==> src/rp_pkg.sv <==
// shared widths, bus map, data types and code conversions; imported by every rp RTL module
`default_nettype none

package rp_pkg;

  //////////////////////////////
  // widths and counts
  //////////////////////////////
  localparam int SAMPLE_W  = 14;             // ADC and DAC sample width
  localparam int ADDR_W    = 32;
  localparam int DATA_W    = 32;
  localparam int LED_W     = 8;
  localparam int N_PWM     = 4;              // PWM analog outputs
  localparam int PWM_W     = 8;              // duty and period counter width
  localparam int PWM_IDX_W = $clog2(N_PWM);

  //////////////////////////////
  // address map
  //////////////////////////////
  localparam int REGION_LSB = 20;            // region field sits at addr[22:20]
  localparam int REGION_W   = 3;
  localparam int N_REGIONS  = 8;
  localparam logic [REGION_W-1:0] REGION_HK  = 3'd0;
  localparam logic [REGION_W-1:0] REGION_PWM = 3'd4;

  // housekeeping offsets, low 20 address bits
  localparam logic [REGION_LSB-1:0] OFS_ID      = 20'h0_0000;  // read only
  localparam logic [REGION_LSB-1:0] OFS_LOOP    = 20'h0_0004;
  localparam logic [REGION_LSB-1:0] OFS_LED     = 20'h0_0008;
  localparam logic [REGION_LSB-1:0] OFS_LEVEL_A = 20'h0_0010;
  localparam logic [REGION_LSB-1:0] OFS_LEVEL_B = 20'h0_0014;
  localparam logic [REGION_LSB-1:0] OFS_FEED    = 20'h0_0018;
  localparam logic [REGION_LSB-1:0] OFS_PWM0    = 20'h0_0020;  // duty k at +4*k

  localparam logic [DATA_W-1:0] RP_ID = 32'h5250_0001;

  //////////////////////////////
  // data types
  //////////////////////////////
  typedef logic signed [SAMPLE_W-1:0] sample_t;  // two's complement
  typedef logic        [SAMPLE_W-1:0] raw_t;     // neg-slope offset binary

  localparam raw_t RAW_MID  = 14'h2000;   // ADC register code out of reset
  localparam raw_t RAW_ZERO = 14'h1FFF;   // DAC code of sample 0

  typedef struct packed { sample_t a; sample_t b; } sample_pair_t;  // 28 bits
  typedef struct packed { raw_t    a; raw_t    b; } raw_pair_t;     // 28 bits

  typedef struct packed {
    logic [ADDR_W-1:0] addr;
    logic [DATA_W-1:0] wdata;
    logic              wen;    // one-cycle write strobe
    logic              ren;    // one-cycle read strobe
  } sys_req_t;                 // 66 bits

  typedef struct packed {
    logic [DATA_W-1:0] rdata;  // valid with ack
    logic              ack;
  } sys_rsp_t;                 // 33 bits

  // sign bit kept, magnitude bits flipped for the negative slope
  function automatic sample_t raw_to_sample(input raw_t raw);
    return {raw[SAMPLE_W-1], ~raw[SAMPLE_W-2:0]};
  endfunction

  function automatic raw_t sample_to_raw(input sample_t smp);
    return {smp[SAMPLE_W-1], ~smp[SAMPLE_W-2:0]};  // same mapping, it is its own inverse
  endfunction

endpackage

`default_nettype wire

==> src/adc_frontend.sv <==
// ADC capture stage; registers raw converter words and hands signed samples, or DAC loopback, onward
`timescale 1ns/1ps
`default_nettype none

module adc_frontend
  import rp_pkg::*;
(
  input  wire               adc_clk,
  input  wire               arst_n_i,
  input  wire raw_pair_t    adc_raw_i,       // straight from the ADC pins
  input  wire sample_pair_t dac_sample_i,    // stage-1 DAC samples
  input  wire               digital_loop_i,  // 1: feed DAC stream back
  output sample_pair_t      adc_sample_o
);

  raw_pair_t    adc_raw_q;    // pin capture registers
  sample_pair_t adc_conv;     // converted capture

  //////////////////////////////
  // pin capture
  //////////////////////////////
  always_ff @(posedge adc_clk or negedge arst_n_i)
  begin
    if (!arst_n_i)
    begin
      adc_raw_q.a <= RAW_MID;   // mid-scale code
      adc_raw_q.b <= RAW_MID;
    end
    else
    begin
      adc_raw_q <= adc_raw_i;
    end
  end

  // neg-slope offset binary into two's complement
  assign adc_conv.a = raw_to_sample(adc_raw_q.a);
  assign adc_conv.b = raw_to_sample(adc_raw_q.b);

  // loopback select, no extra register here
  always_comb
  begin
    if (digital_loop_i)
      adc_sample_o = dac_sample_i;   // previous cycle's saturated sum
    else
      adc_sample_o = adc_conv;
  end

endmodule

`default_nettype wire

==> src/dac_backend.sv <==
// DAC output stage; sums level and feed-through, saturates, registers and converts to DAC codes
`timescale 1ns/1ps
`default_nettype none

module dac_backend
  import rp_pkg::*;
(
  input  wire               adc_clk,
  input  wire               arst_n_i,
  input  wire sample_pair_t adc_sample_i,  // converted ADC or loopback
  input  wire sample_pair_t level_i,       // generator levels from hk
  input  wire [1:0]         feed_en_i,     // [0] channel a, [1] channel b
  output sample_pair_t      dac_sample_o,  // stage-1 value, also to loopback
  output raw_pair_t         dac_raw_o
);

  sample_pair_t sum_d;      // saturated sums
  sample_pair_t stage1_q;
  raw_pair_t    stage2_q;

  // level plus optional feed-through, clipped to the 14-bit range
  function automatic sample_t sat_sum(input sample_t lvl, input sample_t smp, input logic en);
    sample_t           term;
    logic [SAMPLE_W:0] sum;   // one guard bit
    term = en ? smp : '0;
    sum  = {lvl[SAMPLE_W-1], lvl} + {term[SAMPLE_W-1], term};
    if (sum[SAMPLE_W] != sum[SAMPLE_W-1])
      return {sum[SAMPLE_W], {(SAMPLE_W-1){~sum[SAMPLE_W]}}};  // +8191 or -8192
    return sum[SAMPLE_W-1:0];
  endfunction

  assign sum_d.a = sat_sum(level_i.a, adc_sample_i.a, feed_en_i[0]);
  assign sum_d.b = sat_sum(level_i.b, adc_sample_i.b, feed_en_i[1]);

  //////////////////////////////
  // two output stages
  //////////////////////////////
  always_ff @(posedge adc_clk or negedge arst_n_i)
  begin
    if (!arst_n_i)
    begin
      stage1_q    <= '0;        // sample 0 on both channels
      stage2_q.a  <= RAW_ZERO;
      stage2_q.b  <= RAW_ZERO;
    end
    else
    begin
      stage1_q    <= sum_d;
      stage2_q.a  <= sample_to_raw(stage1_q.a);  // back to neg-slope code
      stage2_q.b  <= sample_to_raw(stage1_q.b);
    end
  end

  assign dac_sample_o = stage1_q;
  assign dac_raw_o    = stage2_q;   // parallel channels, no interleave

endmodule

`default_nettype wire

==> src/sys_bus_decoder.sv <==
// system bus decoder; splits addr[22:20] into eight regions and merges the slave answers
`timescale 1ns/1ps
`default_nettype none

module sys_bus_decoder
  import rp_pkg::*;
(
  input  wire sys_req_t sys_req_i,   // from bus master
  output sys_req_t      hk_req_o,    // region 0
  output sys_req_t      pwm_req_o,   // region 4
  input  wire sys_rsp_t hk_rsp_i,
  input  wire sys_rsp_t pwm_rsp_i,
  output sys_rsp_t      sys_rsp_o
);

  logic [REGION_W-1:0]  region;
  logic [N_REGIONS-1:0] sel;         // one-hot region select
  logic                 strobe;
  logic                 unused_hit;  // strobe into an empty region

  // pass address and data through, keep strobes only for the chosen slave
  function automatic sys_req_t gate_req(input sys_req_t req, input logic en);
    sys_req_t res;
    res     = req;
    res.wen = req.wen & en;
    res.ren = req.ren & en;
    return res;
  endfunction

  //////////////////////////////
  // region select
  //////////////////////////////
  assign region = sys_req_i.addr[REGION_LSB +: REGION_W];
  assign sel    = {{(N_REGIONS-1){1'b0}}, 1'b1} << region;
  assign strobe = sys_req_i.wen | sys_req_i.ren;

  assign hk_req_o  = gate_req(sys_req_i, sel[REGION_HK]);
  assign pwm_req_o = gate_req(sys_req_i, sel[REGION_PWM]);

  // regions 1..3 and 5..7 have no slave
  assign unused_hit = strobe & ~(sel[REGION_HK] | sel[REGION_PWM]);

  //////////////////////////////
  // response merge
  //////////////////////////////
  // mapped slaves answer one cycle late, when addr may already have moved on,
  // so each answer is picked by its own ack rather than by the address
  always_comb
  begin
    sys_rsp_o.ack   = hk_rsp_i.ack | pwm_rsp_i.ack | unused_hit;  // empty regions ack at once
    sys_rsp_o.rdata = ({DATA_W{hk_rsp_i.ack}}  & hk_rsp_i.rdata)
                    | ({DATA_W{pwm_rsp_i.ack}} & pwm_rsp_i.rdata);  // zero otherwise
  end

endmodule

`default_nettype wire

==> src/hk_regs.sv <==
// housekeeping register region 0; ID, loopback, LEDs, generator levels and feed-through enables
`timescale 1ns/1ps
`default_nettype none

module hk_regs
  import rp_pkg::*;
(
  input  wire               adc_clk,
  input  wire               arst_n_i,
  input  wire sys_req_t     req_i,           // strobes already gated by decoder
  output sys_rsp_t          rsp_o,
  output logic              digital_loop_o,
  output logic [LED_W-1:0]  led_o,
  output sample_pair_t      level_o,
  output logic [1:0]        feed_en_o
);

  logic [REGION_LSB-1:0] ofs;      // offset inside the region
  logic [DATA_W-1:0]     rd_val;   // read mux

  logic                  loop_q;
  logic [LED_W-1:0]      led_q;
  sample_pair_t          level_q;  // generator stand-in
  logic [1:0]            feed_q;
  sys_rsp_t              rsp_q;

  assign ofs = req_i.addr[REGION_LSB-1:0];

  //////////////////////////////
  // register writes
  //////////////////////////////
  always_ff @(posedge adc_clk or negedge arst_n_i)
  begin
    if (!arst_n_i)
    begin
      loop_q  <= 1'b0;
      led_q   <= '0;
      level_q <= '0;
      feed_q  <= '0;
    end
    else if (req_i.wen)
    begin
      case (ofs)
        OFS_LOOP:    loop_q    <= req_i.wdata[0];
        OFS_LED:     led_q     <= req_i.wdata[LED_W-1:0];
        OFS_LEVEL_A: level_q.a <= req_i.wdata[SAMPLE_W-1:0];
        OFS_LEVEL_B: level_q.b <= req_i.wdata[SAMPLE_W-1:0];
        OFS_FEED:    feed_q    <= req_i.wdata[1:0];
        default:     ;   // ID and holes ignore writes
      endcase
    end
  end

  // readback, zero-extended
  always_comb
  begin
    case (ofs)
      OFS_ID:      rd_val = RP_ID;
      OFS_LOOP:    rd_val = {{(DATA_W-1){1'b0}}, loop_q};
      OFS_LED:     rd_val = {{(DATA_W-LED_W){1'b0}}, led_q};
      OFS_LEVEL_A: rd_val = {{(DATA_W-SAMPLE_W){1'b0}}, level_q.a};
      OFS_LEVEL_B: rd_val = {{(DATA_W-SAMPLE_W){1'b0}}, level_q.b};
      OFS_FEED:    rd_val = {{(DATA_W-2){1'b0}}, feed_q};
      default:     rd_val = '0;   // unmapped offsets read zero
    endcase
  end

  //////////////////////////////
  // bus answer
  //////////////////////////////
  always_ff @(posedge adc_clk or negedge arst_n_i)
  begin
    if (!arst_n_i)
    begin
      rsp_q <= '0;
    end
    else
    begin
      rsp_q.ack   <= req_i.wen | req_i.ren;            // one cycle after strobe
      rsp_q.rdata <= req_i.ren ? rd_val : '0;
    end
  end

  assign rsp_o          = rsp_q;
  assign digital_loop_o = loop_q;
  assign led_o          = led_q;
  assign level_o        = level_q;
  assign feed_en_o      = feed_q;

endmodule

`default_nettype wire

==> src/pwm_dac.sv <==
// PWM analog outputs in region 4; duty registers on the bus and a shared period counter
`timescale 1ns/1ps
`default_nettype none

module pwm_dac
  import rp_pkg::*;
(
  input  wire           adc_clk,
  input  wire           arst_n_i,
  input  wire sys_req_t req_i,
  output sys_rsp_t      rsp_o,
  output logic [N_PWM-1:0] pwm_o
);

  logic [REGION_LSB-1:0]        rel;      // offset from first duty register
  logic                         in_map;
  logic [PWM_IDX_W-1:0]         idx;      // duty channel addressed
  logic [N_PWM-1:0][PWM_W-1:0]  duty_q;
  logic [PWM_W-1:0]             cnt_q;    // period counter, wraps at 256
  logic [N_PWM-1:0]             pwm_q;
  sys_rsp_t                     rsp_q;

  // word-aligned hits on OFS_PWM0 .. OFS_PWM0 + 4*(N_PWM-1)
  assign rel    = req_i.addr[REGION_LSB-1:0] - OFS_PWM0;
  assign in_map = (rel[REGION_LSB-1:PWM_IDX_W+2] == '0) && (rel[1:0] == 2'b00);
  assign idx    = rel[PWM_IDX_W+1:2];

  //////////////////////////////
  // duty registers and bus
  //////////////////////////////
  always_ff @(posedge adc_clk or negedge arst_n_i)
  begin
    if (!arst_n_i)
    begin
      duty_q <= '0;
      rsp_q  <= '0;
    end
    else
    begin
      if (req_i.wen && in_map)
        duty_q[idx] <= req_i.wdata[PWM_W-1:0];
      rsp_q.ack   <= req_i.wen | req_i.ren;   // also for holes
      rsp_q.rdata <= (req_i.ren && in_map) ? {{(DATA_W-PWM_W){1'b0}}, duty_q[idx]} : '0;
    end
  end

  //////////////////////////////
  // period counter and compare
  //////////////////////////////
  always_ff @(posedge adc_clk or negedge arst_n_i)
  begin
    if (!arst_n_i)
    begin
      cnt_q <= '0;
      pwm_q <= '0;
    end
    else
    begin
      cnt_q <= cnt_q + 1'b1;   // free running
      for (int k = 0; k < N_PWM; k++)
        pwm_q[k] <= (cnt_q < duty_q[k]);   // duty 255 leaves one low cycle
    end
  end

  assign rsp_o = rsp_q;
  assign pwm_o = pwm_q;

endmodule

`default_nettype wire

==> src/rp_top.sv <==
// top of the fast analog path; ADC capture, DAC output, bus decoder and the two register regions
`timescale 1ns/1ps
`default_nettype none

module rp_top
  import rp_pkg::*;
(
  input  wire               adc_clk,
  input  wire               arst_n_i,
  input  wire raw_pair_t    adc_raw_i,   // ADC pins, both channels
  input  wire sys_req_t     sys_req_i,   // bus master
  output sys_rsp_t          sys_rsp_o,
  output raw_pair_t         dac_raw_o,   // DAC pins, parallel channels
  output logic [LED_W-1:0]  led_o,
  output logic [N_PWM-1:0]  pwm_o
);

  sys_req_t     hk_req, pwm_req;   // per-region requests
  sys_rsp_t     hk_rsp, pwm_rsp;
  logic         digital_loop;
  sample_pair_t level;             // generator levels
  logic [1:0]   feed_en;
  sample_pair_t adc_sample;        // front end to back end
  sample_pair_t dac_sample;        // loopback path

  //////////////////////////////
  // data path
  //////////////////////////////
  adc_frontend i_adc (
    .adc_clk        (adc_clk     ),
    .arst_n_i       (arst_n_i    ),
    .adc_raw_i      (adc_raw_i   ),
    .dac_sample_i   (dac_sample  ),
    .digital_loop_i (digital_loop),
    .adc_sample_o   (adc_sample  )
  );

  dac_backend i_dac (
    .adc_clk        (adc_clk     ),
    .arst_n_i       (arst_n_i    ),
    .adc_sample_i   (adc_sample  ),
    .level_i        (level       ),
    .feed_en_i      (feed_en     ),
    .dac_sample_o   (dac_sample  ),
    .dac_raw_o      (dac_raw_o   )
  );

  //////////////////////////////
  // register bus
  //////////////////////////////
  sys_bus_decoder i_dec (
    .sys_req_i      (sys_req_i   ),
    .hk_req_o       (hk_req      ),
    .pwm_req_o      (pwm_req     ),
    .hk_rsp_i       (hk_rsp      ),
    .pwm_rsp_i      (pwm_rsp     ),
    .sys_rsp_o      (sys_rsp_o   )
  );

  hk_regs i_hk (
    .adc_clk        (adc_clk     ),
    .arst_n_i       (arst_n_i    ),
    .req_i          (hk_req      ),   // region 0
    .rsp_o          (hk_rsp      ),
    .digital_loop_o (digital_loop),
    .led_o          (led_o       ),
    .level_o        (level       ),
    .feed_en_o      (feed_en     )
  );

  pwm_dac i_pwm (
    .adc_clk        (adc_clk     ),
    .arst_n_i       (arst_n_i    ),
    .req_i          (pwm_req     ),   // region 4
    .rsp_o          (pwm_rsp     ),
    .pwm_o          (pwm_o       )
  );

endmodule

`default_nettype wire

==> config.mk <==
export PLATFORM = sky130hd
export DESIGN_NAME = rp_top
export DESIGN_NICKNAME = d
export VERILOG_FILES = /design/src/rp_pkg.sv /design/src/adc_frontend.sv /design/src/dac_backend.sv /design/src/sys_bus_decoder.sv /design/src/hk_regs.sv /design/src/pwm_dac.sv /design/src/rp_top.sv
export SDC_FILE = /design/constraint.sdc
export NUM_CORES = 1
export LEC_CHECK = 0
export BUFFER_PORTS_ARGS = -buffer_cell sky130_fd_sc_hd__buf_4
export CORE_ASPECT_RATIO = 0.7
export CORE_UTILIZATION = 36
export CTS_BUF_LIST = sky130_fd_sc_hd__clkbuf_4 sky130_fd_sc_hd__clkbuf_8 sky130_fd_sc_hd__clkbuf_16
export DETAILED_ROUTE_END_ITERATION = 16
export PLACE_DENSITY = 0.56
export SLEW_MARGIN = 10
export SYNTH_ARGS = -nofsm -noshare
export SYNTH_HDL_FRONTEND = slang
export SYNTH_SLANG_ARGS = --single-unit
==> constraint.sdc <==
create_clock -name adc_clk -period 6.5 [get_ports adc_clk]
set_input_delay 1.95 -clock adc_clk [delete_from_list [all_inputs] [get_ports adc_clk]]
set_output_delay 1.95 -clock adc_clk [all_outputs]
set_load 0.1 [all_outputs]
==> results <==
- The worst endpoint required time is 4550 ps.
- The overall global routing resource usage is about 18%.
- In this run switching power makes up 24.5% of total power.
- Once the clock tree was built, the setup fixing pass inserted 0 buffers.
- The multi-input logic area is 0.00437 sq mm.
- The wire length of the first global-routing pass is 36900 um.
- The signal on the critical path passes through buf_4 > nor2_1 > o21ai_0 > buf_4.
- The wire length per cell is around 17 um.
- The leakage power is roughly 0.0056 uW.
- The number of antenna violations at the first check in global routing is 0.
- The number of clock buffers added by TritonCTS is 17.
- The final antenna diode count is 0.
- The average footprint of a synthesized cell is 11.5 sq um.
- Once the floorplan was initialized, standard cells occupied 37.2% of the core.
- The tree is rooted in a clkbuf_16.
- The largest individual stage delay along the critical path comes from the cell buf_4.
- For the worst setup path, the data arrival time is 2770 ps.
- The number of buffers and inverters on the critical path is 2.
- In this run, synthesis produced a sequential element count of 192.
- The via count normalized by instance count is 4.81.
- The number of max-cap violations is 0.
- For this run, the top clock speed supported by timing is roughly 0.21 GHz.
- The final HPWL from detailed placement is 16800 um.
- The count of input and output buffers is 128.
- The headroom to the max-slew limit is around two fifths.
- Multiplexer cells account for 12.2% of the synthesized area.
- The nature of the critical path endpoint is an output port.
- The category of cells accounting for the largest share of critical-path delay is buffers and inverters.
- TritonCTS built the clock tree.
- The setup skew after layout is 9.92 ps.
- The count of pins over their slew limit came to 0.
- The mapped netlist covers 0.00967 sq mm.
- In the finished design, the share of the clock period the worst path needs comes to 72.7%.
- The number of library cell types mapped by synthesis is 67.
- Per report_power, the clock group accounts for 43.2% of the total.
- The final worst setup slack is ~1800 ps.
- The final routed DRC violation total is 0.
- STA classifies the critical path startpoint as an input pin.
- In this run, synthesis inferred 0 flip-flops with an integrated enable.
- The synthesized netlist devotes 2.72% of its cell area to XOR and XNOR gates.
- By instance count, the cell type seen most on the critical path is buf_4.
- From left edge to right edge, the die measures a little under 200 um.
- The area share of the largest cell type after synthesis is a little over two fifths.
- For this run, the post-layout net count is 1118.
- The number of global-route vias before repair is roughly 6600.
- By area the synthesized netlist is led by dfrtp_1 (42%), dfstp_2 (7.6%), ha_1 (7.5%).
- No sink is reached through more buffers than the 2 on the longest clock path.
- During synthesis, Yosys emitted a total of 0 warnings.
- The simple-gate share of the synthesized area is 11.1%.
- The hold violation count in the final report came to 0.
- Summed over all layers, the global routing overflow is 0.
- Of all cell types, the one taking the most synthesized area is dfrtp_1.
- The path class of the tightest hold or removal check is flop to flop.
- Compared with the post-synthesis result, the final layout area differs by 18.4%.
- The die boundary height is 139 um.
- The tree built by TritonCTS fans out to around 190 sinks.
- Power spread over the standard cell area amounts to 205 mW/mm^2.
- The minimum clock period is 4720 ps.
- The number of iterations in the first detailed-routing pass is 4.
- The post-detailed-placement cell area is 0.0109 sq mm.
- After synthesis, the largest family of logic cells by area is multiplexers.
- The sequential share of power is 51.4%.
- The final route contains about 6400 vias.
- The share of total power dissipated in combinational logic is 5.4%.
- The pre-CTS setup slack is 1780 ps.
- The synthesized netlist cell count is 844.
- The fraction of final layout cells sized beyond drive strength 1 is 30.0%.
- The filler cell count in the final layout is 2482.
- The total wirelength of the detailed-routed design is 22900 um.
- The total setup violations reported at the end of the flow is 0.
- The final sum of negative setup slack is 0 ps.
- Routability-driven placement finished with a final weighted congestion of 0.833.
- Setup repair after global routing left no endpoint under its margin.
- The type of the setup path with the least slack is input pin to output port.
- In the synthesized netlist the dominant register cell turns out to be dfrtp_1.
- The analysis attributes to net switching a power of 577 uW.
- The fraction of registers with async set or reset after synthesis is 100%.
- Entering global routing, the biggest net connects 108 pins.
- roughly 170 I/O pins were placed.
- The delay of the slowest critical-path stage is approximately 350 ps.
- After clock tree synthesis, the flow added hold-fix buffers numbering 0.
- After clock tree synthesis, the clock-pin slew on the worst setup and hold paths is 70 ps.
- The flow ran to the end, and the final reports show no timing, DRC or antenna violations.
- After floorplanning, the core was sized to cover ~0.026 sq mm.
- Clock latency on the worst-skew pair, taken at its later pin, is 440 ps.
- The fraction of the mapped netlist area in compound gates is around a tenth.
- VDD sags by at most 0.000163 V.
- The transition time at the pin with the least slew margin is 873 ps.
- Summing the areas of all fa, ha and maj instances in the mapped netlist gives 8.02% of the synthesized area.
- Of the synthesized area, sequential elements account for 50.1%.
- The number of rows created at floorplan is 49.
- The internal power consumption is ~1800 uW.
- The worst-path maximum fanout is 12.
- The end-of-flow core utilization is 44.0%.
- The detailed router finished its first iteration with 369 violations.
- The die footprint is ~0.028 sq mm.
- The register cell area after layout is 0.00484 sq mm.
- With fillers left out, the area of the finished cells amounts to 0.0114 sq mm.
- The remaining antenna violation count is 0.
- The number of instances resized during post-cts repair is 0.
- The number of H-tree levels is 4.
per-layer routing:
layer  share of wire (%)  track usage (%)  vias up
met5                   0                0        -
met4                0.88             4.20        0
met3                 4.3             4.35       21
met2                  41             24.3      125
met1                  54             27.3     3110
li1                    -                -     3138
state kept, by name, indices dropped and copies added (netlist names):
| signal | flops |
|---|---|
| i_hk.led_o | 8 |
| i_dac.dac_sample_o | 28 |
| i_adc.adc_conv | 2 |
| i_dac.dac_raw_o | 28 |
| i_pwm.cnt_q | 8 |
| i_adc.adc_raw_q | 26 |
| i_hk.digital_loop_o | 1 |
| i_pwm.duty_q | 32 |
| i_hk.rsp_o | 16 |
| i_pwm.rsp_o | 9 |
| i_pwm.pwm_o | 4 |
| i_hk.level_o | 28 |
| i_hk.feed_en_o | 2 |
layout make-up:
| type | instances | area share [%] |
|---|---|---|
| clock inverters | 13 | 1.15 |
| multi-input cells | 554 | 38.1 |
| clock buffers | 17 | 3.72 |
| well taps | 357 | 3.90 |
| repair buffers | 132 | 8.71 |
| flip-flops and latches | 192 | 42.3 |
| inverters | 65 | 2.13 |
worst paths after layout:
check                                       from                     end  slack, ps  cells after the start
hold / removal             i_dac.dac_sample_o[0]      i_dac.dac_raw_o[0]        380                      1
hold reg to reg            i_dac.dac_sample_o[0]      i_dac.dac_raw_o[0]        380                      1
setup reg to reg             i_hk.digital_loop_o  i_dac.dac_sample_o[11]       2030                     12
min in group asynchronous               arst_n_i          i_pwm.pwm_o[2]       1610                      1
setup / recovery                    sys_req_i[0]            sys_rsp_o[0]       1780                      4
max in group asynchronous               arst_n_i     i_dac.dac_raw_o[21]       3760                      2
worst register-to-register path: stages (launching register included):
cell	delay (ps)
dfrtp_1	890
buf_4	420
o21ai_0	140
and2_1	180
ha_1	210
fa_1	400
a21o_1	230
a31oi_1	180
o21ai_0	170
a31oi_1	370
a21oi_1	270
nor2_1	620
o21ai_0	220
stage by stage:
stage,std cells,power (uW),hold WS [ps]
5_1_grt,1330,2440,398
4_1_cts,1330,2390,381
6_report,1330,2350,379
2_1_floorplan,856,1290,353
3_3_place_gp,1300,1360,369
3_5_place_dp,1300,1360,371
cells in the mapped netlist (all sizes together), types with 2 or more instances:
| cell | n |
|---|---|
| nor2b | 12 |
| dfstp | 28 |
| dfrtp | 164 |
| a211o | 7 |
| mux2i | 2 |
| a22oi | 13 |
| nand3 | 10 |
| xor2 | 12 |
| fa | 2 |
| or2 | 2 |
| inv | 65 |
| o211ai | 2 |
| clkbuf | 17 |
| nand4 | 7 |
| nand2 | 53 |
| a21oi | 46 |
| xnor2 | 18 |
| nand2b | 9 |
| o21bai | 2 |
| mux4 | 8 |
| or4 | 2 |
| o21ai | 50 |
| a31oi | 6 |
| and3 | 12 |
| nor4 | 3 |
| ha | 58 |
| nor3 | 12 |
| and2 | 35 |
| mux2 | 78 |
| a22o | 8 |
| o311ai | 2 |
| nor2 | 38 |
| buf | 28 |
| a21o | 18 |
power by group through the flow:
stage	Clock (uW)	Sequential, uW	Combinational, uW
2_1_floorplan	0	1230	63.7
3_3_place_gp	0	1230	129
3_5_place_dp	0	1230	131
4_1_cts	1050	1210	131
5_1_grt	1090	1210	140
6_report	1010	1210	128
cell usage in the layout (no fill, tap or decap), types with 2 or more instances in the layout:
cell type,count
inv_1,65
or4_1,2
a21oi_1,46
nand3_1,8
mux4_2,8
nand2b_1,8
inv_6,5
o21ai_1,2
o21ai_0,47
clkinv_4,3
a22o_1,8
nand2_1,51
clkbuf_16,17
nor4_2,3
mux2i_1,2
o21bai_1,2
a31oi_1,6
conb_1,13
a21o_1,18
nor3_1,10
xor2_1,12
fa_1,2
nor2_1,38
nor2b_1,12
buf_4,131
nand3_2,2
and2_1,34
and3_1,11
xnor2_1,18
ha_1,58
o211ai_1,2
dfrtp_1,164
mux2_4,28
a211o_1,7
clkinvlp_4,2
nand4_1,6
dfstp_2,28
mux2_2,50
a22oi_1,13
cell families (layout without fill, tap and decap cells):
group	count (synthesis)	count (layout)
buffers and inverters	110	227
and+or+nand+nor	199	199
AOI/OAI and AO/OA	163	163
adders and majority gates	61	61
muxes	88	88
DFF	192	192
other	1	13
xor gates and xnor gates	30	30
Power figures use the tool's default switching activity.
